### src/logic/copper_pkg.sv
package copper_pkg;

    // Beam coordinate, same width for h and v
    typedef logic [10:0] coord_t;

    // Word address into the 2K program memory
    typedef logic [10:0] pc_t;

    // Opcode nibble at the top of the first word
    typedef enum logic [3:0] {
        INSN_WAIT  = 4'b0000,
        INSN_SKIP  = 4'b0010,
        INSN_JUMP  = 4'b0100,
        INSN_MOVER = 4'b1001,
        INSN_MOVEF = 4'b1010,
        INSN_MOVEP = 4'b1011,
        INSN_MOVEC = 4'b1100
    } opcode_t;

    // WAIT and SKIP flag bits
    localparam int FLAG_IGNORE_V = 0;
    localparam int FLAG_IGNORE_H = 1;

    // WAIT / SKIP layout
    typedef struct packed {
        opcode_t    opcode;
        logic       spare_y;
        coord_t     y;
        logic       spare_x;
        coord_t     x;
        logic [3:0] flags;
    } insn_pos_t;

    // MOVEx layout, the address is trimmed per opcode
    typedef struct packed {
        opcode_t     opcode;
        logic [11:0] addr;
        logic [15:0] data;
    } insn_move_t;

    // JMP layout, second word is ignored
    typedef struct packed {
        opcode_t     opcode;
        logic        spare;
        pc_t         target;
        logic [15:0] unused;
    } insn_jump_t;

    // One instruction, first word in the upper half
    typedef union packed {
        insn_pos_t  pos;
        insn_move_t move;
        insn_jump_t jump;
    } copper_insn_t;

    typedef struct packed {
        coord_t h;
        coord_t v;
    } beam_pos_t;

    // XR write payload
    typedef struct packed {
        logic [15:0] addr;
        logic [15:0] data;
    } xr_wr_t;

    // Program memory write payload
    typedef struct packed {
        pc_t         addr;
        logic [15:0] data;
    } prog_wr_t;

    // Copper control register
    typedef struct packed {
        logic en;
        pc_t  init_pc;
    } copper_ctrl_t;

    // XR register number of the control register
    localparam logic [15:0] XR_COPP_CTRL = 16'h0001;

    // XR memory regions
    localparam logic [15:0] XR_TILE_MEM_BASE   = 16'h4000;
    localparam logic [15:0] XR_COLOR_MEM_BASE  = 16'h8000;
    localparam logic [15:0] XR_COPPER_MEM_BASE = 16'hA000;

endpackage

### src/logic/copper_sequencer.sv
`timescale 1ns/1ps

module copper_sequencer
    import copper_pkg::*;
(
    input  logic         clk,
    input  logic         copp_reset,
    input  copper_ctrl_t ctrl_i,
    input  logic         frame_restart_i,
    input  beam_pos_t    beam_i,
    input  logic [15:0]  rd_data_i,
    output logic         rd_en_o,
    output pc_t          rd_addr_o,
    output logic         exec_move_o,
    output copper_insn_t insn_o
);

    typedef enum logic [2:0] {
        ST_INIT,
        ST_FETCH,
        ST_LATCH,
        ST_EXEC,
        ST_EX_WAIT,
        ST_EX_SKIP
    } seq_state_t;

    seq_state_t   state;
    pc_t          pc;
    copper_insn_t insn;

    // Set while the second word of the pair is being fetched
    logic         second_word;

    // Position compares, registered at EXEC
    logic         v_reached;
    logic         h_reached;

    logic         pos_hit;
    logic         ignore_both;
    logic         is_move;

    always_comb begin
        // An ignored coordinate always counts as reached
        pos_hit = (insn.pos.flags[FLAG_IGNORE_V] || v_reached) &&
                  (insn.pos.flags[FLAG_IGNORE_H] || h_reached);
        ignore_both = insn.pos.flags[FLAG_IGNORE_V] && insn.pos.flags[FLAG_IGNORE_H];
        is_move = insn.move.opcode inside {INSN_MOVER, INSN_MOVEF, INSN_MOVEP, INSN_MOVEC};
    end

    // Memory address follows the PC directly
    assign rd_en_o   = (state == ST_FETCH) && ctrl_i.en;
    assign rd_addr_o = pc;
    assign insn_o    = insn;

    // MOVE request, dropped if the frame restarts or the copper is stopped
    assign exec_move_o = (state == ST_EXEC) && is_move && ctrl_i.en && !frame_restart_i;

    always_ff @(posedge clk) begin
        if (copp_reset) begin
            state       <= ST_INIT;
            pc          <= '0;
            second_word <= 1'b0;
        end else if (frame_restart_i) begin
            // Abort whatever is running and restart from the initial PC
            state       <= ST_INIT;
            pc          <= ctrl_i.init_pc;
            second_word <= 1'b0;
        end else if (!ctrl_i.en) begin
            // Idle copper tracks the initial PC, so enable starts there
            state       <= ST_INIT;
            pc          <= ctrl_i.init_pc;
            second_word <= 1'b0;
        end else begin
            case (state)
                // First instruction only, costs the extra cycle
                ST_INIT: begin
                    state <= ST_FETCH;
                end
                // Two back to back word reads, PC ends on the second word
                ST_FETCH: begin
                    if (!second_word) begin
                        pc          <= pc + pc_t'(1);
                        second_word <= 1'b1;
                    end else begin
                        second_word <= 1'b0;
                        state       <= ST_LATCH;
                    end
                end
                // Second word arrives here
                ST_LATCH: begin
                    state <= ST_EXEC;
                end
                ST_EXEC: begin
                    case (insn.move.opcode)
                        // Compare now, decide next cycle
                        INSN_WAIT: begin
                            state <= ST_EX_WAIT;
                        end
                        INSN_SKIP: begin
                            state <= ST_EX_SKIP;
                        end
                        INSN_JUMP: begin
                            pc    <= insn.jump.target;
                            state <= ST_FETCH;
                        end
                        // MOVEs are handed to the move unit, illegal ops fall through too
                        default: begin
                            pc    <= pc + pc_t'(1);
                            state <= ST_FETCH;
                        end
                    endcase
                end
                ST_EX_WAIT: begin
                    // Both flags set never matches, only a restart gets out
                    if (pos_hit && !ignore_both) begin
                        pc    <= pc + pc_t'(1);
                        state <= ST_FETCH;
                    end else begin
                        state <= ST_EXEC;
                    end
                end
                ST_EX_SKIP: begin
                    // +3 steps over the following two-word instruction
                    if (pos_hit) begin
                        pc <= pc + pc_t'(3);
                    end else begin
                        pc <= pc + pc_t'(1);
                    end
                    state <= ST_FETCH;
                end
                default: begin
                    state <= ST_INIT;
                end
            endcase
        end
    end

    // Instruction and compare results
    always_ff @(posedge clk) begin
        // First word returns while the second word is being read
        if (state == ST_FETCH && second_word) begin
            insn[31:16] <= rd_data_i;
        end
        if (state == ST_LATCH) begin
            insn[15:0] <= rd_data_i;
        end
        // Reached means at or past the target
        if (state == ST_EXEC) begin
            v_reached <= beam_i.v >= insn.pos.y;
            h_reached <= beam_i.h >= insn.pos.x;
        end
    end

endmodule

### config.mk
export PLATFORM = sky130hd
export DESIGN_NAME = copper_sequencer
export DESIGN_NICKNAME = d
export VERILOG_FILES = /design/src/logic/copper_pkg.sv /design/src/logic/copper_sequencer.sv
export SDC_FILE = /design/constraint.sdc
export NUM_CORES = 1
export LEC_CHECK = 0
export ABC_CLOCK_PERIOD_IN_PS = 2600
export BUFFER_PORTS_ARGS = -buffer_cell sky130_fd_sc_hd__buf_2
export CAP_MARGIN = 10
export CORE_ASPECT_RATIO = 0.5
export CORE_MARGIN = 2
export CORE_UTILIZATION = 41
export DETAILED_ROUTE_END_ITERATION = 10
export HOLD_SLACK_MARGIN = 0.15
export PLACE_DENSITY = 0.67
export SYNTH_ARGS = -nofsm -noshare
export SYNTH_HDL_FRONTEND = slang
export SYNTH_SLANG_ARGS = --single-unit
### constraint.sdc
create_clock -name clk -period 2.6 [get_ports clk]
set_input_delay 0.13 -clock clk [delete_from_list [all_inputs] [get_ports clk]]
set_output_delay 0.13 -clock clk [all_outputs]
set_load 0.05 [all_outputs]
==> impl_metrics.xml <==
<?xml version="1.0" encoding="UTF-8"?>
<metrics>
  <group name="status">
    <metric name="run_status" unit="">completed</metric>
  </group>
  <group name="logic_synthesis">
    <metric name="syn-cell-area" unit="sq um">2930</metric>
    <metric name="synth_sequential_area_ratio" unit="">0.450</metric>
    <metric name="syn_nets" unit="">371</metric>
    <metric name="syn_area_per_cell" unit="sq um">9.98</metric>
    <metric name="yosys.area.top_type" unit="">edfxtp_1</metric>
    <metric name="synth_warnings" unit="">0</metric>
    <metric name="synth_top_cells_by_area" unit="">edfxtp_1 35%, dfxtp_1 10%, ha_1 10%</metric>
    <metric name="synth_enable_flop_cells" unit="">34</metric>
    <metric name="ys_ff_latch" unit="">49</metric>
    <metric name="syn_inst" unit="">294</metric>
    <metric name="ys_dominant_reg_cell" unit="">edfxtp_1</metric>
    <metric name="synthDistinctLibCells" unit="">58</metric>
    <metric name="postSynth.asyncResetShare" unit="">0</metric>
    <metric name="synth.top_cell.area_share" unit="">0.348</metric>
  </group>
  <group name="layout">
    <metric name="area_growth" unit="%">32.0</metric>
    <metric name="finish.cell_count_without_fillers" unit="">507</metric>
    <metric name="antenna_cells_inserted" unit="">0</metric>
    <metric name="drive_gt1_frac" unit="">0.287</metric>
    <metric name="fillerInstances" unit="">613</metric>
    <metric name="finish.net_count" unit="">491</metric>
  </group>
  <group name="critical_path">
    <metric name="rr_worst_depth" unit="">6</metric>
    <metric name="path_delay_family" unit="">simple AND/OR/NAND/NOR gates</metric>
    <metric name="worstPathArrival" unit="ns">2.24</metric>
    <metric name="critical_path.n_buffers_inverters" unit="">0</metric>
    <metric name="max_stage_delay" unit="ns">0.56</metric>
    <metric name="crit_type" unit="">reg2reg</metric>
    <metric name="timing.critical_path.slowest_stage_cell" unit="">or4b_4</metric>
    <metric name="path_max_fanout" unit="">11</metric>
    <metric name="crit-reg2reg-launch" unit="">insn_o[28]</metric>
    <metric name="crit_end_category" unit="">register</metric>
    <metric name="critical_path.cell_chain" unit="">or4b_4 -&gt; nor2_2 -&gt; o21ai_0 -&gt; o311a_1 -&gt; o22ai_1 -&gt; a211oi_2</metric>
    <metric name="regToRegSetupSlack" unit="ns">0.51</metric>
    <metric name="endpoint_of_the_lowest_slack_register_to_register_path" unit="">rd_addr_o[4]</metric>
    <metric name="cp-start-kind" unit="">register</metric>
    <metric name="cp.required" unit="ns">2.74</metric>
  </group>
  <group name="clock_tree">
    <metric name="cts_inserted_buffers" unit="">5</metric>
    <metric name="post-cts-setup-buffer-count" unit="">0</metric>
    <metric name="sinks_on_the_clock_net" unit="">49</metric>
    <metric name="clk_root_buffer_cell" unit="">clkbuf_16</metric>
    <metric name="cts_htree_levels" unit="">2</metric>
    <metric name="path_clk_slew" unit="ns">0.07</metric>
    <metric name="ctsHoldBuffers" unit="">24</metric>
    <metric name="clk_path_buf_depth" unit="">2</metric>
    <metric name="worst_skew_pair.late_latency" unit="ns">0.29</metric>
    <metric name="tritoncts" unit="">done</metric>
    <metric name="cts.repair.resized" unit="">0</metric>
  </group>
  <group name="die">
    <metric name="boundaryPins" unit="">98</metric>
    <metric name="die-height" unit="um">63.8</metric>
    <metric name="coreArea" unit="sq um">6810</metric>
    <metric name="core.rowCount" unit="">21</metric>
    <metric name="floorplan.die.width" unit="um">124</metric>
    <metric name="dieArea" unit="sq um">7890</metric>
    <metric name="initial_utilization" unit="">0.431</metric>
  </group>
  <group name="min_path">
    <metric name="hold_path_startpoint" unit="">ctrl_i[4]</metric>
    <metric name="min_delay_path_depth" unit="">3</metric>
    <metric name="min_to" unit="">rd_addr_o[4]</metric>
    <metric name="holdCritPathClass" unit="">in2reg</metric>
  </group>
  <group name="power">
    <metric name="finalPower" unit="mW">1.77</metric>
    <metric name="max-vdd-ir-drop" unit="uV">262</metric>
    <metric name="power_per_cell_area" unit="nW/um^2">458</metric>
    <metric name="leakagePower" unit="nW">1.68</metric>
  </group>
  <group name="sta">
    <metric name="setup_tns" unit="ns">0</metric>
    <metric name="report.final.hold_viol_count" unit="">0</metric>
    <metric name="final.min_clock_period" unit="ns">2.09</metric>
    <metric name="worst_clock_skew" unit="ns">0.00437</metric>
    <metric name="worst_slew_margin_relative_to_its_limit" unit="">0.473</metric>
    <metric name="worst_pin_slew" unit="ns">0.789</metric>
    <metric name="setup_repair_after_global_routing_missed_its_margin" unit="">false</metric>
    <metric name="fin_crit_sh" unit="">0.805</metric>
    <metric name="setup_viol_count_final" unit="">0</metric>
    <metric name="slew_violations" unit="">0</metric>
    <metric name="maxClockFrequency" unit="MHz">478</metric>
  </group>
  <group name="grt">
    <metric name="grt.total_usage" unit="">0.211</metric>
    <metric name="grt_first_pass_wirelength" unit="mm">13.0</metric>
    <metric name="globalRoute.totalOverflow" unit="">0</metric>
    <metric name="grt_start_max_net_pins" unit="">18</metric>
    <metric name="grt_pass1_vias" unit="">2654</metric>
    <metric name="initial_antenna_violation_count" unit="">0</metric>
  </group>
  <group name="placement">
    <metric name="dpl.hpwl" unit="mm">6.03</metric>
    <metric name="numPortBuffers" unit="">97</metric>
    <metric name="placed_cells" unit="">475</metric>
    <metric name="gp_congestion" unit="">0.909</metric>
  </group>
  <group name="routing">
    <metric name="routed_wl" unit="mm">7.89</metric>
    <metric name="post_drt_wl_per_cell" unit="um">15.6</metric>
    <metric name="detailedRoute.firstPassIterationCount" unit="">4</metric>
    <metric name="dr_total_vias" unit="">2644</metric>
    <metric name="final_antenna_net_count" unit="">0</metric>
    <metric name="detailedRoute.firstIterationViolations" unit="">137</metric>
    <metric name="drc" unit="">0</metric>
    <metric name="route.detailed.vias_per_inst" unit="">5.21</metric>
  </group>
  <group name="run">
    <metric name="drv.max_cap_violation_count" unit="">0</metric>
  </group>
</metrics>
## cell families after synthesis
logic type	synth area share
adders and majority gates	0.106
muxes	0.00341
xor gates and xnor gates	0.0388
DFF	0.450
AOI/OAI and AO/OA	0.162
buffers and inverters	0.0597
and+or+nand+nor	0.180
## metrics by stage
step	setup slack (ns)	hold slack, ns	instance area [sq um]	util
after floorplan	0.483	0.229	2930	-
after global placement	0.549	0.320	3490	0.512
after detailed placement	0.520	0.322	3490	0.512
after CTS	0.492	0.153	3870	0.569
after global routing	0.311	0.166	3870	0.569
final	0.506	0.154	3870	0.569
## metal layers
layer  track usage  wire [um]
met3        0.0420        427
met5             0          0
met2         0.353       3750
met1         0.288       3670
met4        0.0384         47
## worst max-delay path by stage
| stage | from | to | slack (ns) | cells after the start |
|---|---|---|---|---|
| finish | insn_o[28] | rd_addr_o[4] | 0.51 | 6 |
| global route | insn_o[28] | rd_addr_o[6] | 0.31 | 6 |
| CTS | insn_o[28] | rd_addr_o[4] | 0.49 | 6 |
| detailed placement | insn_o[29] | rd_addr_o[4] | 0.52 | 6 |
| global placement | insn_o[29] | rd_addr_o[4] | 0.55 | 6 |
| floorplan | rd_addr_o[0] | rd_addr_o[10] | 0.48 | 8 |
## worst register-to-register path: cells and delay by family (launching register included)
| family | cells | cell delay [ns] |
|---|---|---|
| flops | 1 | 0.45 |
| compound gates | 4 | 0.58 |
| simple gates | 2 | 0.93 |
## state kept, by name (all words and copies together), names as in the netlist
name / flops
v_reached: 1
insn_o: 32
rd_addr_o: 11
state: 3
second_word: 1
h_reached: 1
## cells in the final DEF (no fill, tap or decap), types with 2 or more instances in the layout
cell type / count
a211oi_1: 3
a21o_1: 2
a21oi_1: 17
a221oi_1: 2
a31oi_1: 2
and2_1: 3
and3_2: 2
buf_2: 97
buf_4: 4
clkbuf_16: 5
dfxtp_1: 15
dlygate4sd3_1: 24
edfxtp_1: 34
ha_1: 24
inv_1: 25
nand2_1: 21
nand2b_1: 7
nand3_1: 7
nand3b_1: 4
nand4_1: 6
nor2_1: 27
nor2b_1: 3
nor3_1: 9
o2111ai_1: 5
o211ai_1: 6
o21a_1: 3
o21ai_0: 9
o221ai_1: 3
o22ai_1: 2
or3_1: 3
xnor2_1: 6
xor2_1: 7
## cell type report
| type | instances | area [sq um] | share of cell area |
|---|---|---|---|
| multi-input combinational | 207 | 1440 | 0.371 |
| sequential | 49 | 1320 | 0.341 |
| timing repair buffer | 125 | 756 | 0.195 |
| clock buffer | 5 | 125 | 0.0323 |
| tap | 92 | 115 | 0.0297 |
| inverter | 26 | 97.6 | 0.0252 |
| clock inverter | 3 | 20.0 | 0.00517 |
## where the power goes
group | internal, mW | switching, mW
Sequential | 0.846 | 0.0257
Clock | 0.357 | 0.292
Combinational | 0.114 | 0.139
## cell usage after synthesis, types with 2 or more instances
cell type,n
a211oi_1,3
a21o_1,2
a21oi_1,17
a221oi_1,2
a31oi_1,2
and2_1,3
and3_2,2
buf_2,3
buf_4,4
clkbuf_1,3
dfxtp_1,15
edfxtp_1,34
ha_1,24
inv_1,25
nand2_1,21
nand2b_1,7
nand3_1,7
nand3b_1,4
nand4_1,6
nor2_1,27
nor2b_1,3
nor3_1,9
o2111ai_1,5
o211ai_1,6
o21a_1,3
o21ai_0,9
o221ai_1,3
o22ai_1,2
or3_1,3
xnor2_1,6
xor2_1,7
Note: power is estimated with default switching activity, not from simulation.
