[src/logic/copper_pkg.sv]
package copper_pkg;

    // Beam coordinate, same width for h and v
    typedef logic [10:0] coord_t;

    // Word address into the 2K program memory
    typedef logic [10:0] pc_t;

    // Opcode nibble at the top of the first word
    typedef enum logic [3:0] {
        INSN_WAIT  = 4'b0000,
        INSN_SKIP  = 4'b0010,
        INSN_JUMP  = 4'b0100,
        INSN_MOVER = 4'b1001,
        INSN_MOVEF = 4'b1010,
        INSN_MOVEP = 4'b1011,
        INSN_MOVEC = 4'b1100
    } opcode_t;

    // WAIT and SKIP flag bits
    localparam int FLAG_IGNORE_V = 0;
    localparam int FLAG_IGNORE_H = 1;

    // WAIT / SKIP layout
    typedef struct packed {
        opcode_t    opcode;
        logic       spare_y;
        coord_t     y;
        logic       spare_x;
        coord_t     x;
        logic [3:0] flags;
    } insn_pos_t;

    // MOVEx layout, the address is trimmed per opcode
    typedef struct packed {
        opcode_t     opcode;
        logic [11:0] addr;
        logic [15:0] data;
    } insn_move_t;

    // JMP layout, second word is ignored
    typedef struct packed {
        opcode_t     opcode;
        logic        spare;
        pc_t         target;
        logic [15:0] unused;
    } insn_jump_t;

    // One instruction, first word in the upper half
    typedef union packed {
        insn_pos_t  pos;
        insn_move_t move;
        insn_jump_t jump;
    } copper_insn_t;

    typedef struct packed {
        coord_t h;
        coord_t v;
    } beam_pos_t;

    // XR write payload
    typedef struct packed {
        logic [15:0] addr;
        logic [15:0] data;
    } xr_wr_t;

    // Program memory write payload
    typedef struct packed {
        pc_t         addr;
        logic [15:0] data;
    } prog_wr_t;

    // Copper control register
    typedef struct packed {
        logic en;
        pc_t  init_pc;
    } copper_ctrl_t;

    // XR register number of the control register
    localparam logic [15:0] XR_COPP_CTRL = 16'h0001;

    // XR memory regions
    localparam logic [15:0] XR_TILE_MEM_BASE   = 16'h4000;
    localparam logic [15:0] XR_COLOR_MEM_BASE  = 16'h8000;
    localparam logic [15:0] XR_COPPER_MEM_BASE = 16'hA000;

endpackage

[src/logic/copper_move_unit.sv]
`timescale 1ns/1ps

module copper_move_unit
    import copper_pkg::*;
(
    input  logic         clk,
    input  logic         copp_reset,
    input  logic         exec_move_i,
    input  copper_insn_t insn_i,
    output logic         xr_wr_o,
    output xr_wr_t       xr_o,
    output logic         prog_wr_o,
    output prog_wr_t     prog_o
);

    logic   is_move;
    logic   is_movec;
    xr_wr_t xr_next;

    // Address formed from the region base and the opcode's address bits
    always_comb begin
        is_move      = 1'b1;
        is_movec     = 1'b0;
        xr_next.addr = '0;
        xr_next.data = insn_i.move.data;
        case (insn_i.move.opcode)
            // XR registers sit at base 0
            INSN_MOVER: begin
                xr_next.addr = {8'h00, insn_i.move.addr[7:0]};
            end
            INSN_MOVEF: begin
                xr_next.addr = {XR_TILE_MEM_BASE[15:12], insn_i.move.addr[11:0]};
            end
            INSN_MOVEP: begin
                xr_next.addr = {XR_COLOR_MEM_BASE[15:8], insn_i.move.addr[7:0]};
            end
            // Also lands in the copper's own program memory
            INSN_MOVEC: begin
                xr_next.addr = {XR_COPPER_MEM_BASE[15:11], insn_i.move.addr[10:0]};
                is_movec     = 1'b1;
            end
            // Illegal opcode, no write
            default: begin
                is_move = 1'b0;
            end
        endcase
    end

    // Single cycle strobes, one cycle behind EXEC
    always_ff @(posedge clk) begin
        if (copp_reset) begin
            xr_wr_o   <= 1'b0;
            prog_wr_o <= 1'b0;
        end else begin
            xr_wr_o   <= exec_move_i && is_move;
            prog_wr_o <= exec_move_i && is_movec;
        end
    end

    always_ff @(posedge clk) begin
        if (exec_move_i) begin
            xr_o        <= xr_next;
            prog_o.addr <= insn_i.move.addr[10:0];
            prog_o.data <= insn_i.move.data;
        end
    end

endmodule

[config.mk]
export PLATFORM = sky130hd
export DESIGN_NAME = copper_move_unit
export DESIGN_NICKNAME = d
export VERILOG_FILES = /design/src/logic/copper_pkg.sv /design/src/logic/copper_move_unit.sv
export SDC_FILE = /design/constraint.sdc
export NUM_CORES = 1
export LEC_CHECK = 0
export BUFFER_PORTS_ARGS = -buffer_cell sky130_fd_sc_hd__buf_2
export CORE_MARGIN = 2
export CORE_UTILIZATION = 45
export CTS_BUF_LIST = sky130_fd_sc_hd__clkbuf_4 sky130_fd_sc_hd__clkbuf_8
export CTS_CLUSTER_SIZE = 30
export DETAILED_ROUTE_END_ITERATION = 7
export HOLD_SLACK_MARGIN = 0.12
export PLACE_DENSITY_LB_ADDON = 0.08
export SETUP_SLACK_MARGIN = 0.3
export SLEW_MARGIN = 20
export SYNTH_ARGS = -nofsm -noshare
export SYNTH_HDL_FRONTEND = slang
export SYNTH_SLANG_ARGS = --single-unit
[constraint.sdc]
create_clock -name clk -period 1.6 [get_ports clk]
set_input_delay 0.48 -clock clk [delete_from_list [all_inputs] [get_ports clk]]
set_output_delay 0.48 -clock clk [all_outputs]
set_load 0.02 [all_outputs]
==> metrics.md, run 1 <==
| Metric | Value |
|---|---|
| Outcome | `finished clean` |
| Largest net degree at the start of global routing | `23` |
| Worst-margin pin slew | `0.574 ns` |
| Worst Hold Class | `in -> reg` |
| Crit path launch type | `flip-flop` |
| Post-route ant nets | `0` |
| First-pass GRT wire length | `4670 µm` |
| Synth top area cells | `edfxtp_1, buf_4, a211oi_2` |
| Nets | `217` |
| IO buf count | `94` |
| Synth Warn # | `0` |
| M1 GR Usage | `0.166` |
| Deepest clock path buffer count | `2` |
| Die H | `65.8 µm` |
| Max Transition Viols Final | `0` |
| Most used DFF post-synth | `edfxtp_1` |
| Post-Layout Cell Count | `231` |
| Root Driver | `clkbuf_8` |
| Busiest layer in global routing | `met2` |
| Cell area power density | `1010 mW/mm²` |
| Max-cap violations | `0` |
| Number of global-route vias before repair | `1021` |
| CP endpoint kind | `output port` |
| Delay of the slowest cell on the worst path | `0.43 ns` |
| Delay-heaviest family, CP | `flip-flops` |
| RSZ-0062 raised after global routing | `true` |
| Fmax | `736 MHz` |
| Main combinational cell family by area after synthesis | `buffers and inverters` |
| Dpl cells | `223` |
| Final instance area | `0.00250 mm²` |
| Crit Path Category | `reg -> out` |
| Post-Syn Instances | `98` |
| Lkg Pwr | `1.06 nW` |
| H-tree depth | `2` |
| Post-synth top cells | `edfxtp_1, buf_4, a211oi_2, inv_1, nor4b_1` |
| Gr usage total | `0.151` |
| Minimum clock period | `1.36 ns` |
| Crit path launch | `prog_o[7]$_DFFE_PP_` |
| Initial DRC Count | `25` |
| Post-synth ARST share | `0` |
| Hold buffers post-CTS | `0` |
| Die area | `0.00433 mm²` |
| Layout cell share with drive strength beyond 1 | `0.639` |
| Post-Syn Area | `0.00172 mm²` |
| Core box area | `0.00366 mm²` |
| Core Util, Final | `0.684` |
| DR pass1 iterations | `4` |
| Remaining Overflow, GRT | `0` |
| Cell Chain, Critical Path | `buf_6` |
| #FFs+latches synth | `44` |
| Simple-gate share of the synthesized area | `0.0495` |
| Critical Path AT | `0.88 ns` |
| Compound-cell area share of the yosys netlist | `0.0749` |
| Worst Min Path Start | `insn_i[7]` |
| Sequential-to-total area share from yosys stat | `0.756` |
| Worst path buffer plus inverter count | `1` |
| I/O pins | `96` |
| Initial core utilization | `0.470` |
| Tcrit/Tclk final | `0.850` |
| Max transition margin | `0.617` |
| Wirelength per Cell | `14.2 µm` |
| Dpl hpwl | `2270 µm` |
| CP Max Fanout | `2` |
| Final setup violation count | `0` |
| Initial antenna violation count | `0` |
| Post-route setup TNS | `0 ns` |
| Xor and xnor fraction of the mapped netlist area | `0.00509` |
| Synth Area per Inst | `17.6 µm²` |
| Area growth, synth to finish | `45.6%` |
| Vias/cell | `4.67` |
| Number of enable flip-flop cells after synthesis | `42` |
| CP max-delay cell | `edfxtp_1` |
| Clk slew on worst S/H paths | `0.08 ns` |
| Netlist cell types | `21` |
| Most frequent cell after synthesis | `edfxtp_1` |
| Mux cell area share after synthesis | `0` |
| Top cell type's share of synthesized area | `0.733` |
| Total power | `2.54 mW` |
| GRT met3 Usage | `0.0511` |
| Clock sink total | `44` |
| Post-synthesis adder-cell area fraction | `0` |
| Rows | `22` |
| Residual DRC | `0` |
| M2 GR Usage | `0.256` |
| Syn_nets | `133` |
| DRT Wirelength | `3290 µm` |
| Worst EP required | `1.12 ns` |
| Placed Area | `0.00213 mm²` |
| Ant diodes | `0` |
| Final Hold Fails | `0` |
| Vias | `1079` |
| Final GP Congestion | `0.684` |
| CTS tree | `done` |
| Leading area contributor after synthesis | `edfxtp_1` |
| Die width | `65.8 µm` |
| Peak supply drop | `0.000658 V` |
| Num CTS Buffers | `5` |
-- metal layers --
metal | wire length (µm) | vias to the layer above
met1 | 1210 | 510
met4 | 45 | 0
li1 | - | 504
met3 | 266 | 4
met2 | 1760 | 61
met5 | 0 | -
-- power breakdown --
| part | internal (mW) | total [mW] | switching [mW] |
|---|---|---|---|
| clock | 0.296 | 0.645 | 0.349 |
| combinational | 0.234 | 0.494 | 0.261 |
| sequential | 1.36 | 1.40 | 0.0465 |
-- cell type report --
cell class,count,area (µm²)
clock buffers,5,68.8
clock inverters,3,13.8
fillers,281,1160
inverters,9,33.8
multi-input cells,24,226
flip-flops and latches,44,1300
well taps,48,60.1
repair buffers,98,801
-- registers in the layout, summed over array words and instances (netlist names) --
signal	flops
prog_o	27
xr_o	15
prog_wr_o	1
xr_wr_o	1
-- final timing paths --
path                  end  slack, ns  cells past startpoint
min   prog_o[7]$_DFFE_PP_       0.36                      1
max             prog_o[7]       0.24                      1
-- cells by family after synthesis --
kind of cell              after synthesis
and+or+nand+nor                        11
DFF                                    44
AOI/OAI and AO/OA                      11
xor gates and xnor gates                1
buffers and inverters                  30
other                                   1
-- through the flow --
stage	setup slack, ns	hold slack, ns
CTS	0.252	0.357
global placement	0.0819	0.656
floorplan	0.163	0.579
finish	0.241	0.363
detailed placement	0.0611	0.658
global route	0.204	0.347
-- timing repair --
item | 4_1_cts | 5_1_grt
setup buffers | 0 | 0
gates resized for setup | 22 | 70
gates cloned | 0 | 0
setup endpoints to repair | 49 | 58
-- layout by cell type, fill, tap and decap left out, types with 2 or more instances in the layout --
master    netlist  final
buf_6           2     46
a211oi_2        9      9
buf_2           1     48
clkbuf_8        0      5
buf_4          17      3
clkinv_2        0      2
dfxtp_1         2      2
nor4b_1         3      3
inv_1           9      9
edfxtp_1       42     42
(Power assumes the default switching activity.)
==> inputs of run 2 (changes only) <==
Settings changed: ABC_AREA set to 1, CORE_UTILIZATION 45 to 41.
Clock period 1.6 ns to 1.2 ns, I/O delays scaled along.
==> run 2 against run 1 <==
The run now ends with setup timing left. First-iteration DRC count rose to 3.4 times the previous value. Clock power grew 35%. Cell count is 6.9% higher. Critical path type unchanged.
==> metrics.md, run 2 <==
| Metric | Value |
|---|---|
| Outcome | `finished, violations left` |
| Failing checks | `setup timing` |
| Commonest cells after routing, fill and taps aside | `buf_2, edfxtp_1, buf_6` |
| P_int | `2.49 mW (+32%)` |
| Post-route ant nets | `0 (unchanged)` |
| Core Util, Final | `0.628 (-0.0558)` |
| Worst path buffer plus inverter count | `1 (unchanged)` |
| Commonest non-fill, non-tap cell in the layout | `buf_2` |
| Dpl hpwl | `2370 µm (+4.2%)` |
| H-tree depth | `2 (unchanged)` |
| Wirelength per Cell | `13.4 µm (-6.1%)` |
| RSZ-0062 raised after global routing | `true` |
| Delay-heaviest family, CP | `flip-flops` |
| Layout cell share with drive strength beyond 1 | `0.640 (about the same)` |
| Gr usage total | `0.136 (-0.0154)` |
| Post-synth ARST share | `0 (unchanged)` |
| Minimum clock period | `1.25 ns` |
| Initial antenna violation count | `0 (unchanged)` |
| Max Transition Viols Final | `0 (unchanged)` |
| CP max-delay cell | `edfxtp_1` |
| Clock share of power | `0.257 (+0.003)` |
| Post-Syn Area | `0.00170 mm² (-1.0%)` |
| Nets | `231 (+6.5%)` |
| Area growth, synth to finish | `47.6%` |
| First-pass GRT wire length | `4380 µm (-6.2%)` |
| Placed Area | `0.00216 mm² (+1.3%)` |
| Most frequent cell after synthesis | `edfxtp_1` |
| Post-Syn Instances | `109 (+11%)` |
| Die H | `68.4 µm (+4.0%)` |
| Max-cap violations | `0 (unchanged)` |
| Residual DRC | `0 (unchanged)` |
| Vias/cell | `4.45 (-4.7%)` |
| Crit path launch type | `flip-flop` |
| IO buf count | `94 (unchanged)` |
| Deepest clock path buffer count | `2 (unchanged)` |
| Post-synth top cells | `edfxtp_1, buf_4, inv_1` |
| Core box area | `0.00400 mm² (+9.3%)` |
| Final GP Congestion | `0.699 (+2.2%)` |
| Die area | `0.00468 mm² (+8.1%)` |
| Crit Path Category | `reg -> out` |
| Hold slack | `0.233 ns (-0.130 ns)` |
| DRT Wirelength | `3300 µm (+0.46%)` |
| Leading area contributor after synthesis | `edfxtp_1` |
| Tcrit/Tclk final | `1.04` |
| Final instance area | `0.00251 mm² (+0.35%)` |
| Final Hold Fails | `0 (unchanged)` |
| Number of enable flip-flop cells after synthesis | `42 (unchanged)` |
| Number of global-route vias before repair | `972 (-4.8%)` |
| Sw Share | `0.263 (+0.00485)` |
| Rows | `23 (+4.5%)` |
| Cell area power density | `1340 mW/mm² (+32%)` |
| Biggest register | `prog_o` |
| Fmax | `802 MHz` |
| Netlist cell types | `15 (-29%)` |
| Slack of the critical path | `-0.0472 ns (-0.288 ns)` |
| Num CTS Buffers | `5 (unchanged)` |
| Largest net degree at the start of global routing | `24 (+4.3%)` |
| I/O pins | `96 (unchanged)` |
| Clk slew on worst S/H paths | `0.08 ns (about the same)` |
| Sequential share of power | `0.551 (about the same)` |
| Fill count | `332 (+18%)` |
| Peak supply drop | `0.000741 V (+13%)` |
| Remaining Overflow, GRT | `0 (unchanged)` |
| Delay of the slowest cell on the worst path | `0.44 ns (about the same)` |
| CP endpoint kind | `output port` |
| Sw power | `888 µW (+35%)` |
| Vias | `1099 (+1.9%)` |
| Most used DFF post-synth | `edfxtp_1` |
| Final setup violation count | `29 (+29)` |
| Initial core utilization | `0.426 (-0.0442)` |
| Cell Chain, Critical Path | `buf_6` |
| Top flop regs | `prog_o x27, xr_o x15` |
| Root Driver | `clkbuf_8` |
| Comb pwr share | `0.192 (-0.003)` |
| Top cell type's share of synthesized area | `0.741 (+0.00754)` |
| Synth Area per Inst | `15.6 µm² (-11%)` |
| Clock sink total | `44 (unchanged)` |
| CP Max Fanout | `2 (unchanged)` |
| Max reg flops | `27 (unchanged)` |
| Critical Path AT | `0.89 ns (about the same)` |
| Syn_nets | `144 (+8.3%)` |
| Initial DRC Count | `85 (+240%)` |
| Die width | `68.4 µm (+4.0%)` |
| Synth Warn # | `0 (unchanged)` |
| Sequential-to-total area share from yosys stat | `0.764 (+0.00778)` |
| Lkg Pwr | `1.11 nW (+5.5%)` |
| Worst Hold Class | `in -> reg` |
| CTS tree | `done` |
| Worst EP required | `0.84 ns (-0.28 ns)` |
| Ant diodes | `0 (unchanged)` |
| Synth top area cells | `edfxtp_1, buf_4, a21oi_2` |
| DR pass1 iterations | `4 (unchanged)` |
| Worst slack, placed | `0.00191 ns (-0.0592 ns)` |
| #FFs+latches synth | `44 (unchanged)` |
-- run 2: cell types whose count changed after synthesis, sizes merged, moves of 3 or more --
cell / before / now
nor4b: 3 / 0
nand4: 0 / 3
nor2: 0 / 4
nand3: 0 / 5
a211oi: 9 / 0
a21oi: 1 / 9
inv: 9 / 16
nand2: 1 / 9
-- run 2: logic make-up (layout without fill, tap and decap cells) --
| group | count (synthesis) | in the layout | synth area share |
|---|---|---|---|
| AO/OA/AOI/OAI | 9 | 9 | 0.0463 |
| other | 1 | 1 | 0.00220 |
| AND/OR/NAND/NOR | 21 | 22 | 0.0705 |
| flip-flops | 44 | 44 | 0.764 |
| buffers and inverters | 34 | 121 | 0.117 |
-- run 2: path summary, 6_finish.rpt --
check / slack (ns) / endpoint / cells past startpoint / from
worst max-delay path: -0.05 / xr_o[13] / 1 / prog_o[13]$_DFFE_PP_
worst min-delay path: 0.23 / prog_o[10]$_DFFE_PP_ / 1 / insn_i[10]
-- run 2: through the flow --
stage               TNS (ns)  cells  power [mW]
CTS                   -0.706    245        3.35
floorplan                  0    109        2.24
finish                -0.517    247        3.38
detailed placement         0    237        2.41
global placement           0    237        2.40
global route           -2.32    247        3.52
-- run 2: final cells by class --
cell class                      instances  area, µm²  area share
Clock buffer                            5       68.8      0.0274
Clock inverter                          3       13.8     0.00548
Inverter                               16       65.1      0.0259
Multi-Input combinational cell         32        239      0.0951
Sequential cell                        44       1300       0.519
Tap cell                               50       62.6      0.0249
Timing Repair Buffer                   97        761       0.303
-- run 2: power groups by stage --
stage / logic [mW] / clock network (mW) / registers (mW)
after floorplan: 0.207 / 0 / 2.03
after global routing: 0.689 / 0.958 / 1.88
after CTS: 0.590 / 0.908 / 1.85
after detailed placement: 0.537 / 0 / 1.87
final: 0.647 / 0.869 / 1.86
after global placement: 0.530 / 0 / 1.87
-- run 2: layer usage --
metal,vias up,wire length (µm),GRT usage,part of all wire
met2,55,1760,0.232,0.53
met5,-,0,0,0
met3,8,267,0.0411,0.081
li1,530,-,-,-
met4,0,77,0.0900,0.023
met1,506,1200,0.142,0.36
-- run 2: what timing repair did --
action | in CTS | in global routing
cloned | 0 | 1
hold buffers | 0 | 0
pin swaps | 0 | 4
setup buffers | 0 | 1
resized for setup | 42 | 40
setup endpoints to repair | 60 | 67
