[config.mk]
export PLATFORM = sky130hd
export DESIGN_NAME = copper_frame_ctrl
export DESIGN_NICKNAME = d
export VERILOG_FILES = /design/src/logic/copper_pkg.sv /design/src/logic/copper_frame_ctrl.sv
export SDC_FILE = /design/constraint.sdc
export NUM_CORES = 1
export LEC_CHECK = 0
export ABC_AREA = 1
export BUFFER_PORTS_ARGS = -buffer_cell sky130_fd_sc_hd__buf_2
export CAP_MARGIN = 5
export CORE_MARGIN = 2
export CORE_UTILIZATION = 35
export CTS_CLUSTER_SIZE = 8
export DETAILED_ROUTE_END_ITERATION = 16
export HOLD_SLACK_MARGIN = 0.06
export PLACE_DENSITY = 0.85
export SETUP_SLACK_MARGIN = 0.15
export SYNTH_ARGS = -nofsm -noshare
export SYNTH_HDL_FRONTEND = slang
export SYNTH_SLANG_ARGS = --single-unit
[constraint.sdc]
create_clock -name clk -period 1.2 [get_ports clk]
set_input_delay 0.12 -clock clk [delete_from_list [all_inputs] [get_ports clk]]
set_output_delay 0.12 -clock clk [all_outputs]
set_load 0.02 [all_outputs]
[src/logic/copper_pkg.sv]
package copper_pkg;

    // Beam coordinate, same width for h and v
    typedef logic [10:0] coord_t;

    // Word address into the 2K program memory
    typedef logic [10:0] pc_t;

    // Opcode nibble at the top of the first word
    typedef enum logic [3:0] {
        INSN_WAIT  = 4'b0000,
        INSN_SKIP  = 4'b0010,
        INSN_JUMP  = 4'b0100,
        INSN_MOVER = 4'b1001,
        INSN_MOVEF = 4'b1010,
        INSN_MOVEP = 4'b1011,
        INSN_MOVEC = 4'b1100
    } opcode_t;

    // WAIT and SKIP flag bits
    localparam int FLAG_IGNORE_V = 0;
    localparam int FLAG_IGNORE_H = 1;

    // WAIT / SKIP layout
    typedef struct packed {
        opcode_t    opcode;
        logic       spare_y;
        coord_t     y;
        logic       spare_x;
        coord_t     x;
        logic [3:0] flags;
    } insn_pos_t;

    // MOVEx layout, the address is trimmed per opcode
    typedef struct packed {
        opcode_t     opcode;
        logic [11:0] addr;
        logic [15:0] data;
    } insn_move_t;

    // JMP layout, second word is ignored
    typedef struct packed {
        opcode_t     opcode;
        logic        spare;
        pc_t         target;
        logic [15:0] unused;
    } insn_jump_t;

    // One instruction, first word in the upper half
    typedef union packed {
        insn_pos_t  pos;
        insn_move_t move;
        insn_jump_t jump;
    } copper_insn_t;

    typedef struct packed {
        coord_t h;
        coord_t v;
    } beam_pos_t;

    // XR write payload
    typedef struct packed {
        logic [15:0] addr;
        logic [15:0] data;
    } xr_wr_t;

    // Program memory write payload
    typedef struct packed {
        pc_t         addr;
        logic [15:0] data;
    } prog_wr_t;

    // Copper control register
    typedef struct packed {
        logic en;
        pc_t  init_pc;
    } copper_ctrl_t;

    // XR register number of the control register
    localparam logic [15:0] XR_COPP_CTRL = 16'h0001;

    // XR memory regions
    localparam logic [15:0] XR_TILE_MEM_BASE   = 16'h4000;
    localparam logic [15:0] XR_COLOR_MEM_BASE  = 16'h8000;
    localparam logic [15:0] XR_COPPER_MEM_BASE = 16'hA000;

endpackage

[src/logic/copper_frame_ctrl.sv]
`timescale 1ns/1ps

module copper_frame_ctrl
    import copper_pkg::*;
#(
    parameter int H_TOTAL = 800,
    parameter int V_TOTAL = 525
) (
    input  logic         clk,
    input  logic         copp_reset,
    input  logic         host_reg_wr_i,
    input  logic [15:0]  host_reg_data_i,
    input  logic         xr_wr_i,
    input  xr_wr_t       xr_i,
    input  beam_pos_t    beam_i,
    output copper_ctrl_t ctrl_o,
    output logic         frame_restart_o
);

    // Restart point, a few pixels before the frame wraps
    localparam coord_t RESTART_H = coord_t'(H_TOTAL - 5);
    localparam coord_t RESTART_V = coord_t'(V_TOTAL - 1);

    logic        copp_ctrl_wr;
    logic        ctrl_load;
    logic [15:0] ctrl_word;
    logic        at_restart;

    // The copper writing its own control register via MOVER
    assign copp_ctrl_wr = xr_wr_i && (xr_i.addr == XR_COPP_CTRL);
    assign ctrl_load    = host_reg_wr_i || copp_ctrl_wr;

    // Host takes priority on a same-cycle collision
    assign ctrl_word = host_reg_wr_i ? host_reg_data_i : xr_i.data;

    assign at_restart = (beam_i.h == RESTART_H) && (beam_i.v == RESTART_V);

    always_ff @(posedge clk) begin
        if (copp_reset) begin
            ctrl_o          <= '0;
            frame_restart_o <= 1'b0;
        end else begin
            if (ctrl_load) begin
                // Bit 15 enable, bits 10:0 initial PC
                ctrl_o.en      <= ctrl_word[15];
                ctrl_o.init_pc <= ctrl_word[10:0];
            end
            // One cycle pulse, the beam only sits there for one pixel
            frame_restart_o <= at_restart;
        end
    end

endmodule

==> run metrics, run 1 <==
status=complete, no violations; combinational share of power=0.312; area grow syn2layout=45.4%; CTS sink count=13; Cell Pwr Density=801 nW/µm²; LEAKAGE=0.799 nW; n_diodes=0; Vias=1108; antenna-violating nets left=0; initial antenna violation count=0; hold depth=4; Final setup viols=0; critical path class=primary input to flip-flop; FF-to-FF setup slack=0.55 ns; CTS Hold Buffers Added=0; Crit. End Element=flip-flop; Clock Skew=0 ns; register bit total from synthesis=13; Initial DRC Count=18; ys flop type=dfxtp_1; ratio of cells with drive above 1 in the final layout=0.429; most common cell after layout, fill and taps aside=buf_2; R2R depth=4; Rows=18; Port Buffer Count=78; peak supply drop=0.000378 V; register share of total power=0.441; Hold Crit Class=primary input to flip-flop; Tcrit/Tclk final=0.760; H-Tree Level Count=1; post-synthesis sequential area ratio=0.283; Tmin final=0.912 ns; worst skew pair latency=0.26 ns; Worst Tran Pin Value=0.372 ns; number of buffers added for setup after CTS=0; P_sw=0.320 mW; number of flops mapped to enable cells by yosys=0; syn_area_per_cell=6.21 µm²; CTS max path bufs=2; post_cts resized=0; grt ovf=0; DIE AREA=3050 µm²; most frequent cells in the layout=buf_2 (78), nand2_1 (52), nor2_1 (22); internal power=0.751 mW; drt pass-1 iters=4; Pwr Total=1.07 mW; Arrival @ worst endpoint=1.07 ns; vias in the first global route=1017; Inserted Clock Buffers=3; root buf cell=clkbuf_4; asr flop ratio synth=0; top cell type by total area after synthesis=dfxtp_1; CTS tree=done; Routed WL=2.24 mm; final std cell area, no fill=1340 µm²; Yosys warning total=0; post-synth cell types=17; synthesized cell area=920 µm²; critical path required time=1.36 ns; hold_ws=0.0952 ns; layout net count=301; Hold Vio Cnt, Final=0; FF-to-FF Start=ctrl_o[9]; Initial Util=0.371; number of max-cap violations=0; Die W=55.3 µm; Reg clk slew, reported paths=0.08 ns; Synth area leaders=dfxtp_1 (28%), nand2_1 (21%), nor2_1 (9.0%), nand3_2 (8.7%), inv_1 (7.3%); area post-placement=1310 µm²; fmax=1.10 GHz; WL per Instance=8.76 µm; Critical Path Fanout Max=24; first-pass GRT wire length=4.04 mm; cell count after synthesis=148; I/O pin total=87; Yosys top cell area share=0.283; Fillers=264; DRC=0; All-Layer GR Usage=0.155; Clock Power Share=0.247; Post-Syn Nets=222; Slew headroom=0.752; Slew Viols, Final=0; reg2reg end=ctrl_o[9]; CP Launch Type=primary input; Hold EP=frame_restart_o; Net Sw Frac=0.299; post-DP HPWL=1.82 mm; largest net degree at the start of global routing=25; chip height=55.3 µm; DR vias/cell=4.33; unrepaired setup endpoints after global routing=no; core area=2480 µm²; HP Start=beam_i[8]; routability cong.=0.683
## area by class of cell
class,count,area (µm²),share of cell area
Clock buffer,4,26.3,0.0196
Inverter,19,71.3,0.0533
Sequential cell,13,260,0.195
Timing Repair Buffer,81,413,0.309
Multi-Input combinational cell,109,529,0.396
Tap cell,30,37.5,0.0281
## layer usage
| metal | track usage | part of all wire |
|---|---|---|
| met2 | 0.294 | 0.54 |
| met1 | 0.176 | 0.41 |
| met3 | 0.0164 | 0.045 |
| met4 | 0.0592 | 0 |
| met5 | 0 | 0 |
## power by group through the flow
stage	Clock, mW	Combinational, mW	Sequential, mW
3_3_place_gp	0	0.330	0.482
6_report	0.264	0.334	0.473
5_1_grt	0.297	0.380	0.476
4_1_cts	0.274	0.339	0.473
2_1_floorplan	0	0.147	0.522
3_5_place_dp	0	0.338	0.483
## synth_stat cells, types with 2 or more instances
cell     count
nor4_1       2
buf_2        2
buf_6        4
nor2_2       2
nand2_1     52
nand4_1      2
a21oi_1     12
inv_1       18
nand3_1      6
dfxtp_1     13
nor2_1      22
nand3_2      8
## state kept, by name, indices dropped and copies added (netlist names)
| name | flops |
|---|---|
| ctrl_o | 12 |
| frame_restart_o | 1 |
## worst max path at each step
stage                         from  cells after the start  slack [ns]          to
after floorplan           xr_i[27]                      7        0.26  ctrl_o[10]
after CTS                 xr_i[29]                      7        0.28   ctrl_o[0]
after global placement    xr_i[27]                      7        0.02   ctrl_o[6]
after detailed placement  xr_i[29]                      7       -0.01   ctrl_o[0]
after global routing      xr_i[27]                      7        0.17   ctrl_o[0]
final                     xr_i[27]                      7        0.29   ctrl_o[0]
## kinds of logic (layout without fill, tap and decap cells)
logic type,after synthesis,count (layout),share of synthesized area
AOI/OAI and AO/OA,12,12,0.0653
buffers and inverters,26,104,0.141
and+or+nand+nor,97,97,0.510
DFF,13,13,0.283
## through the flow
step | cells | util | TNS, ns | setup WS, ns
after detailed placement | 252 | 0.529 | -0.00995 | -0.00995
after global routing | 256 | 0.540 | 0 | 0.167
after floorplan | 148 | - | 0 | 0.262
final | 256 | 0.540 | 0 | 0.288
after CTS | 256 | 0.540 | 0 | 0.281
after global placement | 252 | 0.529 | 0 | 0.0155
## worst max-delay path, cell delays in order
cell     delay (ns)
buf_2          0.09
nor2_1         0.09
nand2_1        0.07
nor2_2         0.14
nand3_4        0.27
a21oi_1        0.23
nor2_1         0.06
No activity file was read; power rests on OpenSTA's default activity.
==> inputs of run 2 (changes only) <==
CORE_UTILIZATION = 33   (was 35)
PLACE_DENSITY = 0.84   (was 0.85)
clock period = 0.8 ns   (was 1.2 ns; I/O delays follow)
==> run 2 against run 1 <==
Compared with the run above:
- clock-buffer cell count stayed put
- the run now ends with setup timing left
- core utilization up 12 points
- critical endpoint is now ctrl_o[10]
- first-iteration DRC count up 89%
- sequential cell count unchanged
- sequential share of layout area down 4.0 points
- global-route usage grew 0.55 points
- non-clock buffer count grew 8
- die area increased by 5.6%
- critical path type unchanged
- worst hold slack lost 0.052 ns
==> run metrics, run 2 (synthesis gave the netlist of run 1 again) <==
Crit. End Element=flip-flop; unrepaired setup endpoints after global routing=yes; post-DP HPWL=1.85 mm (+1.5%); Rows=19 (+1); FF-to-FF Start=ctrl_o[0]; grt ovf=0 (unchanged); largest net degree at the start of global routing=25 (unchanged); Hold Crit Class=primary input to flip-flop; final std cell area, no fill=1780 µm² (+33%); antenna-violating nets left=0 (unchanged); Reg clk slew, reported paths=0.09 ns (about the same); Inserted Clock Buffers=3 (unchanged); CTS tree=done; # placed instances=256 (+1.6%); area grow syn2layout=94.0%; vias in the first global route=1078 (+6.0%); Initial Util=0.339 (-0.0319); n_diodes=0 (unchanged); I/O pin total=87 (unchanged); area post-placement=1400 µm² (+7.0%); Slew headroom=0.846 (+0.0945); fmax=1.21 GHz; chip height=56.8 µm (+2.8%); WL per Instance=10.7 µm (+22%); Worst Setup EP=ctrl_o[10]; Arrival @ worst endpoint=1.03 ns (-0.04 ns); Vias=1216 (+9.7%); initial antenna violation count=0 (unchanged); DIE AREA=3230 µm² (+5.6%); DRC=0 (unchanged); Clock Skew=0 ns (unchanged); LEAKAGE=0.935 nW (+17%); Die W=56.8 µm (+2.8%); Largest register FFs=12 (unchanged); Port Buffer Count=78 (unchanged); critical path required time=1.01 ns (-0.35 ns); CTS max path bufs=2 (unchanged); peak supply drop=0.000866 V (+130%); CTS sink count=13 (unchanged); critical path class=primary input to flip-flop; DR vias/cell=4.59 (+6.0%); setup TNS=-0.149 ns (-0.149 ns); Tcrit/Tclk final=1.03; reg2reg end=ctrl_o[0]; crit path launch=xr_i[26]; most common cell after layout, fill and taps aside=buf_2; root buf cell=clkbuf_4; number of max-cap violations=0 (unchanged); Critical Path Fanout Max=6 (-75%); R2R depth=5 (+1); H-Tree Level Count=1 (unchanged); Largest regs=ctrl_o x12, frame_restart_o x1; layout net count=309 (+2.7%); Final setup viols=13 (+13); Hold Vio Cnt, Final=0 (unchanged); drt pass-1 iters=4 (unchanged); Initial DRC Count=34 (+16); ratio of cells with drive above 1 in the final layout=0.620 (+0.190); FF-to-FF setup slack=0.04 ns (-0.51 ns); All-Layer GR Usage=0.161 (+0.00551); core area=2710 µm² (+9.4%); worst setup margin=-0.0233 ns (-0.311 ns); status=finished with violations; Tmin final=0.823 ns; violated checks=setup timing; routability cong.=0.669 (-2.2%); Finished Layout Cells=265 (+3.5%); worst skew pair latency=0.28 ns (+0.02 ns); most frequent cells in the layout=buf_2 (54), nand2_1 (50), buf_6 (25); CP Launch Type=primary input; Cell Pwr Density=1040 nW/µm² (+30%); first-pass GRT wire length=4.18 mm (+3.6%); Slew Viols, Final=0 (unchanged); Routed WL=2.83 mm (+26%); Reg with most FFs=ctrl_o; Worst Tran Pin Value=0.228 ns (-0.143 ns)
[run 2: cell types whose count changed in the layout (fill, tap and decap cells not counted), sizes merged]
| cell | previous run | this run |
|---|---|---|
| clkbuf | 4 | 6 |
| buf | 81 | 87 |
[run 2: per-stage QoR]
stage	util	worst slack [ns]	hold WS, ns	power (mW)
floorplan	-	-0.0815	0.222	1.02
global placement	0.518	-0.221	0.338	1.26
detailed placement	0.518	-0.245	0.347	1.27
CTS	0.592	-0.0268	0.0355	1.81
global route	0.658	-0.0781	0.0531	1.97
finish	0.658	-0.0233	0.0428	1.86
[run 2: worst max-delay path, cell delays in order]
cell	delay [ns]
buf_6	0.10
nor2_4	0.10
nand2_2	0.07
nor2_4	0.12
nand3_4	0.13
clkbuf_16	0.19
nand3_2	0.05
nand2_1	0.06
nor2_1	0.13
[run 2: final cells by class]
| cell class | instances | area (µm²) |
|---|---|---|
| Fill cell | 224 | 926 |
| Timing Repair Buffer | 89 | 699 |
| Multi-Input combinational cell | 109 | 672 |
| Sequential cell | 13 | 277 |
| Inverter | 19 | 71.3 |
| Tap cell | 31 | 38.8 |
| Clock buffer | 4 | 26.3 |
[run 2: worst min path at each step]
| stage | startpoint | endpoint | slack [ns] | cells past startpoint |
|---|---|---|---|---|
| floorplan | beam_i[11] | frame_restart_o | 0.22 | 2 |
| global placement | beam_i[8] | frame_restart_o | 0.34 | 4 |
| detailed placement | beam_i[8] | frame_restart_o | 0.35 | 4 |
| CTS | beam_i[8] | frame_restart_o | 0.04 | 4 |
| global route | beam_i[11] | frame_restart_o | 0.05 | 3 |
| finish | beam_i[17] | frame_restart_o | 0.04 | 4 |
[run 2: metal layers]
layer,global-route usage,up-vias,part of all wire
met5,0,-,0
met4,0.0698,0,0.015
met3,0.0161,4,0.042
met2,0.327,40,0.57
met1,0.160,539,0.37
li1,-,633,-
[run 2: repair_timing]
| item | CTS | global route |
|---|---|---|
| hold endpoints to repair | 1 | 1 |
| cloned | 0 | 3 |
| setup buffers | 2 | 0 |
| pin swaps | 3 | 17 |
| gates resized for setup | 54 | 25 |
| setup endpoints to repair | 25 | 25 |
[run 2: report_power, final]
group          internal (mW)  total (mW)  switching (mW)
clock                  0.193       0.420           0.227
combinational          0.385       0.707           0.323
sequential             0.701       0.731          0.0298
==> inputs of run 3 (changes only) <==
PLACE_DENSITY = 0.77   (was 0.84)
==> run 3 against run 2 <==
Compared with the run above:
- final cell count up 0.75%
- power down 2.8%
- critical endpoint is now ctrl_o[9]
- cell area down 3.2%
- the flow still finishes with violations (setup timing)
==> run metrics, run 3 (synthesis gave the netlist of run 1 again) <==
I/O pin total=87 (unchanged); critical path's slowest cell=clkbuf_16; FF-to-FF setup slack=0.07 ns (+0.03 ns); LEAKAGE=0.926 nW (-0.98%); violated checks=setup timing; met1 usage=0.189 (+0.0291); CP delay by family, top=simple AND/OR/NAND/NOR gates; Vias=1187 (-2.4%); Fillers=256 (+14%); unrepaired setup endpoints after global routing=yes; worst setup margin=-0.0306 ns (-0.00724 ns); Slew Viols, Final=0 (unchanged); FF-to-FF Start=ctrl_o[2]; GR Util met2=0.294 (-0.0332); largest net degree at the start of global routing=25 (unchanged); Port Buffer Count=78 (unchanged); area post-placement=1410 µm² (+0.71%); H-Tree Level Count=1 (unchanged); reg2reg end=ctrl_o[2]; worst skew pair latency=0.27 ns (about the same); fmax=1.20 GHz (-0.87%); grt ovf=0 (unchanged); CTS sink count=13 (unchanged); Clock Skew=0 ns (unchanged); Routed WL=2.77 mm (-1.8%); CTS tree=done; most frequent cells in the layout=buf_2 (56), nand2_1 (51), buf_6 (24); critical path required time=0.97 ns (-0.04 ns); setup TNS=-0.199 ns (-0.0506 ns); crit path launch=xr_i[27]; drt pass-1 iters=4 (unchanged); peak supply drop=0.000703 V (-19%); All-Layer GR Usage=0.160 (-0.000551); n_diodes=0 (unchanged); WL per Instance=10.4 µm (-2.6%); area grow syn2layout=87.9%; number of max-cap violations=0 (unchanged); Crit. End Element=flip-flop; layout net count=311 (+0.65%); antenna-violating nets left=0 (unchanged); routability cong.=0.691 (+3.4%); Inserted Clock Buffers=3 (unchanged); Hold Vio Cnt, Final=0 (unchanged); Initial DRC Count=24 (-29%); Cell Pwr Density=1050 nW/µm² (+0.37%); CP most frequent cell=nor2_1; core area=2710 µm² (unchanged); Slew headroom=0.849 (+0.00216); status=finished with violations; post-DP HPWL=1.92 mm (+4.1%); crit-path cells=buf_6 -> nor2_1 -> nand2_1 -> nor2_2 -> nand3_4 -> clkbuf_16 -> a21oi_2 -> nor2_1; initial antenna violation count=0 (unchanged); Tcrit/Tclk final=1.04 (+0.00905); GR peak layer=met2; Finished Layout Cells=267 (+0.75%); Final setup viols=18 (+5); first-pass GRT wire length=4.26 mm (+1.8%); Worst Setup EP=ctrl_o[9]; CTS max path bufs=2 (unchanged); Initial Util=0.339 (unchanged); Arrival @ worst endpoint=1.00 ns (-0.03 ns); DR vias/cell=4.45 (-3.1%); Hold Crit Class=primary input to flip-flop; buffers and inverters on the worst path=2 (unchanged); Critical Path Fanout Max=6 (unchanged); Worst Tran Pin Value=0.225 ns (-0.00321 ns); Rows=19 (unchanged); DRC=0 (unchanged); vias in the first global route=1062 (-1.5%); Tmin final=0.831 ns (+0.00724 ns); chip height=56.8 µm (unchanged); # placed instances=259 (+1.2%); DIE AREA=3230 µm² (unchanged); met3 usage=0.0184 (+0.00230); ratio of cells with drive above 1 in the final layout=0.593 (-0.0264); Reg clk slew, reported paths=0.08 ns (about the same); most common cell after layout, fill and taps aside=buf_2; Reg with most FFs=ctrl_o; critical path class=primary input to flip-flop; Largest register FFs=12 (unchanged); CP Launch Type=primary input; R2R depth=5 (unchanged); Die W=56.8 µm (unchanged); final std cell area, no fill=1730 µm² (-3.2%); Slowest Stage Delay on Critical Path=0.20 ns (about the same); Largest regs=ctrl_o x12, frame_restart_o x1; root buf cell=clkbuf_4; Crit path depth=8 (-1)
-- run 3: cell count changes in the layout (fill, tap and decap cells not counted), moves of 2 or more --
cell	change
nand3_1	+2
nand3_2	-2
buf_4	+2
a21oi_4	-2
buf_2	+2
nor2_4	-3
nor2_1	+3
a21oi_2	+2
-- run 3: final cells by class --
cell class	count	area, µm²	area share
clock buffer	4	26.3	0.0152
inverter	19	71.3	0.0413
multi-input combinational	109	622	0.360
sequential	13	277	0.160
tap	31	38.8	0.0224
timing repair buffer	91	693	0.401
-- run 3: worst min-delay path by stage --
| stage | from | endpoint | slack (ns) | cells after the start |
|---|---|---|---|---|
| 2_1_floorplan | beam_i[11] | frame_restart_o | 0.22 | 2 |
| 3_3_place_gp | beam_i[11] | frame_restart_o | 0.34 | 3 |
| 3_5_place_dp | beam_i[8] | frame_restart_o | 0.34 | 4 |
| 4_1_cts | beam_i[8] | frame_restart_o | 0.04 | 4 |
| 5_1_grt | beam_i[12] | frame_restart_o | 0.06 | 3 |
| 6_report | beam_i[8] | frame_restart_o | 0.04 | 4 |
-- run 3: per-stage QoR --
step	utilization	setup WS, ns	hold WS [ns]	total power [mW]
3_5_place_dp	0.521	-0.258	0.339	1.28
6_report	0.638	-0.0306	0.0420	1.81
3_3_place_gp	0.521	-0.218	0.337	1.27
2_1_floorplan	-	-0.0815	0.222	1.02
4_1_cts	0.595	-0.0210	0.0355	1.80
5_1_grt	0.638	-0.0727	0.0603	1.93
-- run 3: timing repair --
| item | CTS | global route |
|---|---|---|
| resized for setup | 54 | 12 |
| endpoints found under the hold margin | 1 | 0 |
| setup endpoints to repair | 25 | 25 |
| setup buffers | 1 | 0 |
| pin swaps | 7 | 17 |
| gates cloned | 0 | 3 |
-- run 3: power breakdown --
group	switching (mW)	internal (mW)	total [mW]
Clock	0.211	0.193	0.404
Combinational	0.301	0.369	0.671
Sequential	0.0309	0.701	0.732
Total	0.543	1.26	1.81
-- run 3: routing by layer --
| metal | wire (µm) | share of wire | vias to the layer above |
|---|---|---|---|
| met1 | 1150 | 0.42 | 517 |
| met4 | 67 | 0.024 | 0 |
| met5 | 0 | 0 | - |
| met2 | 1460 | 0.52 | 29 |
| li1 | - | - | 633 |
| met3 | 98 | 0.035 | 8 |
-- run 3: tightest hold or removal path, stage by stage --
cell and delay [ns]:
buf_2 0.08, nor4_1 0.03, nand3_1 0.05, nor2_1 0.04
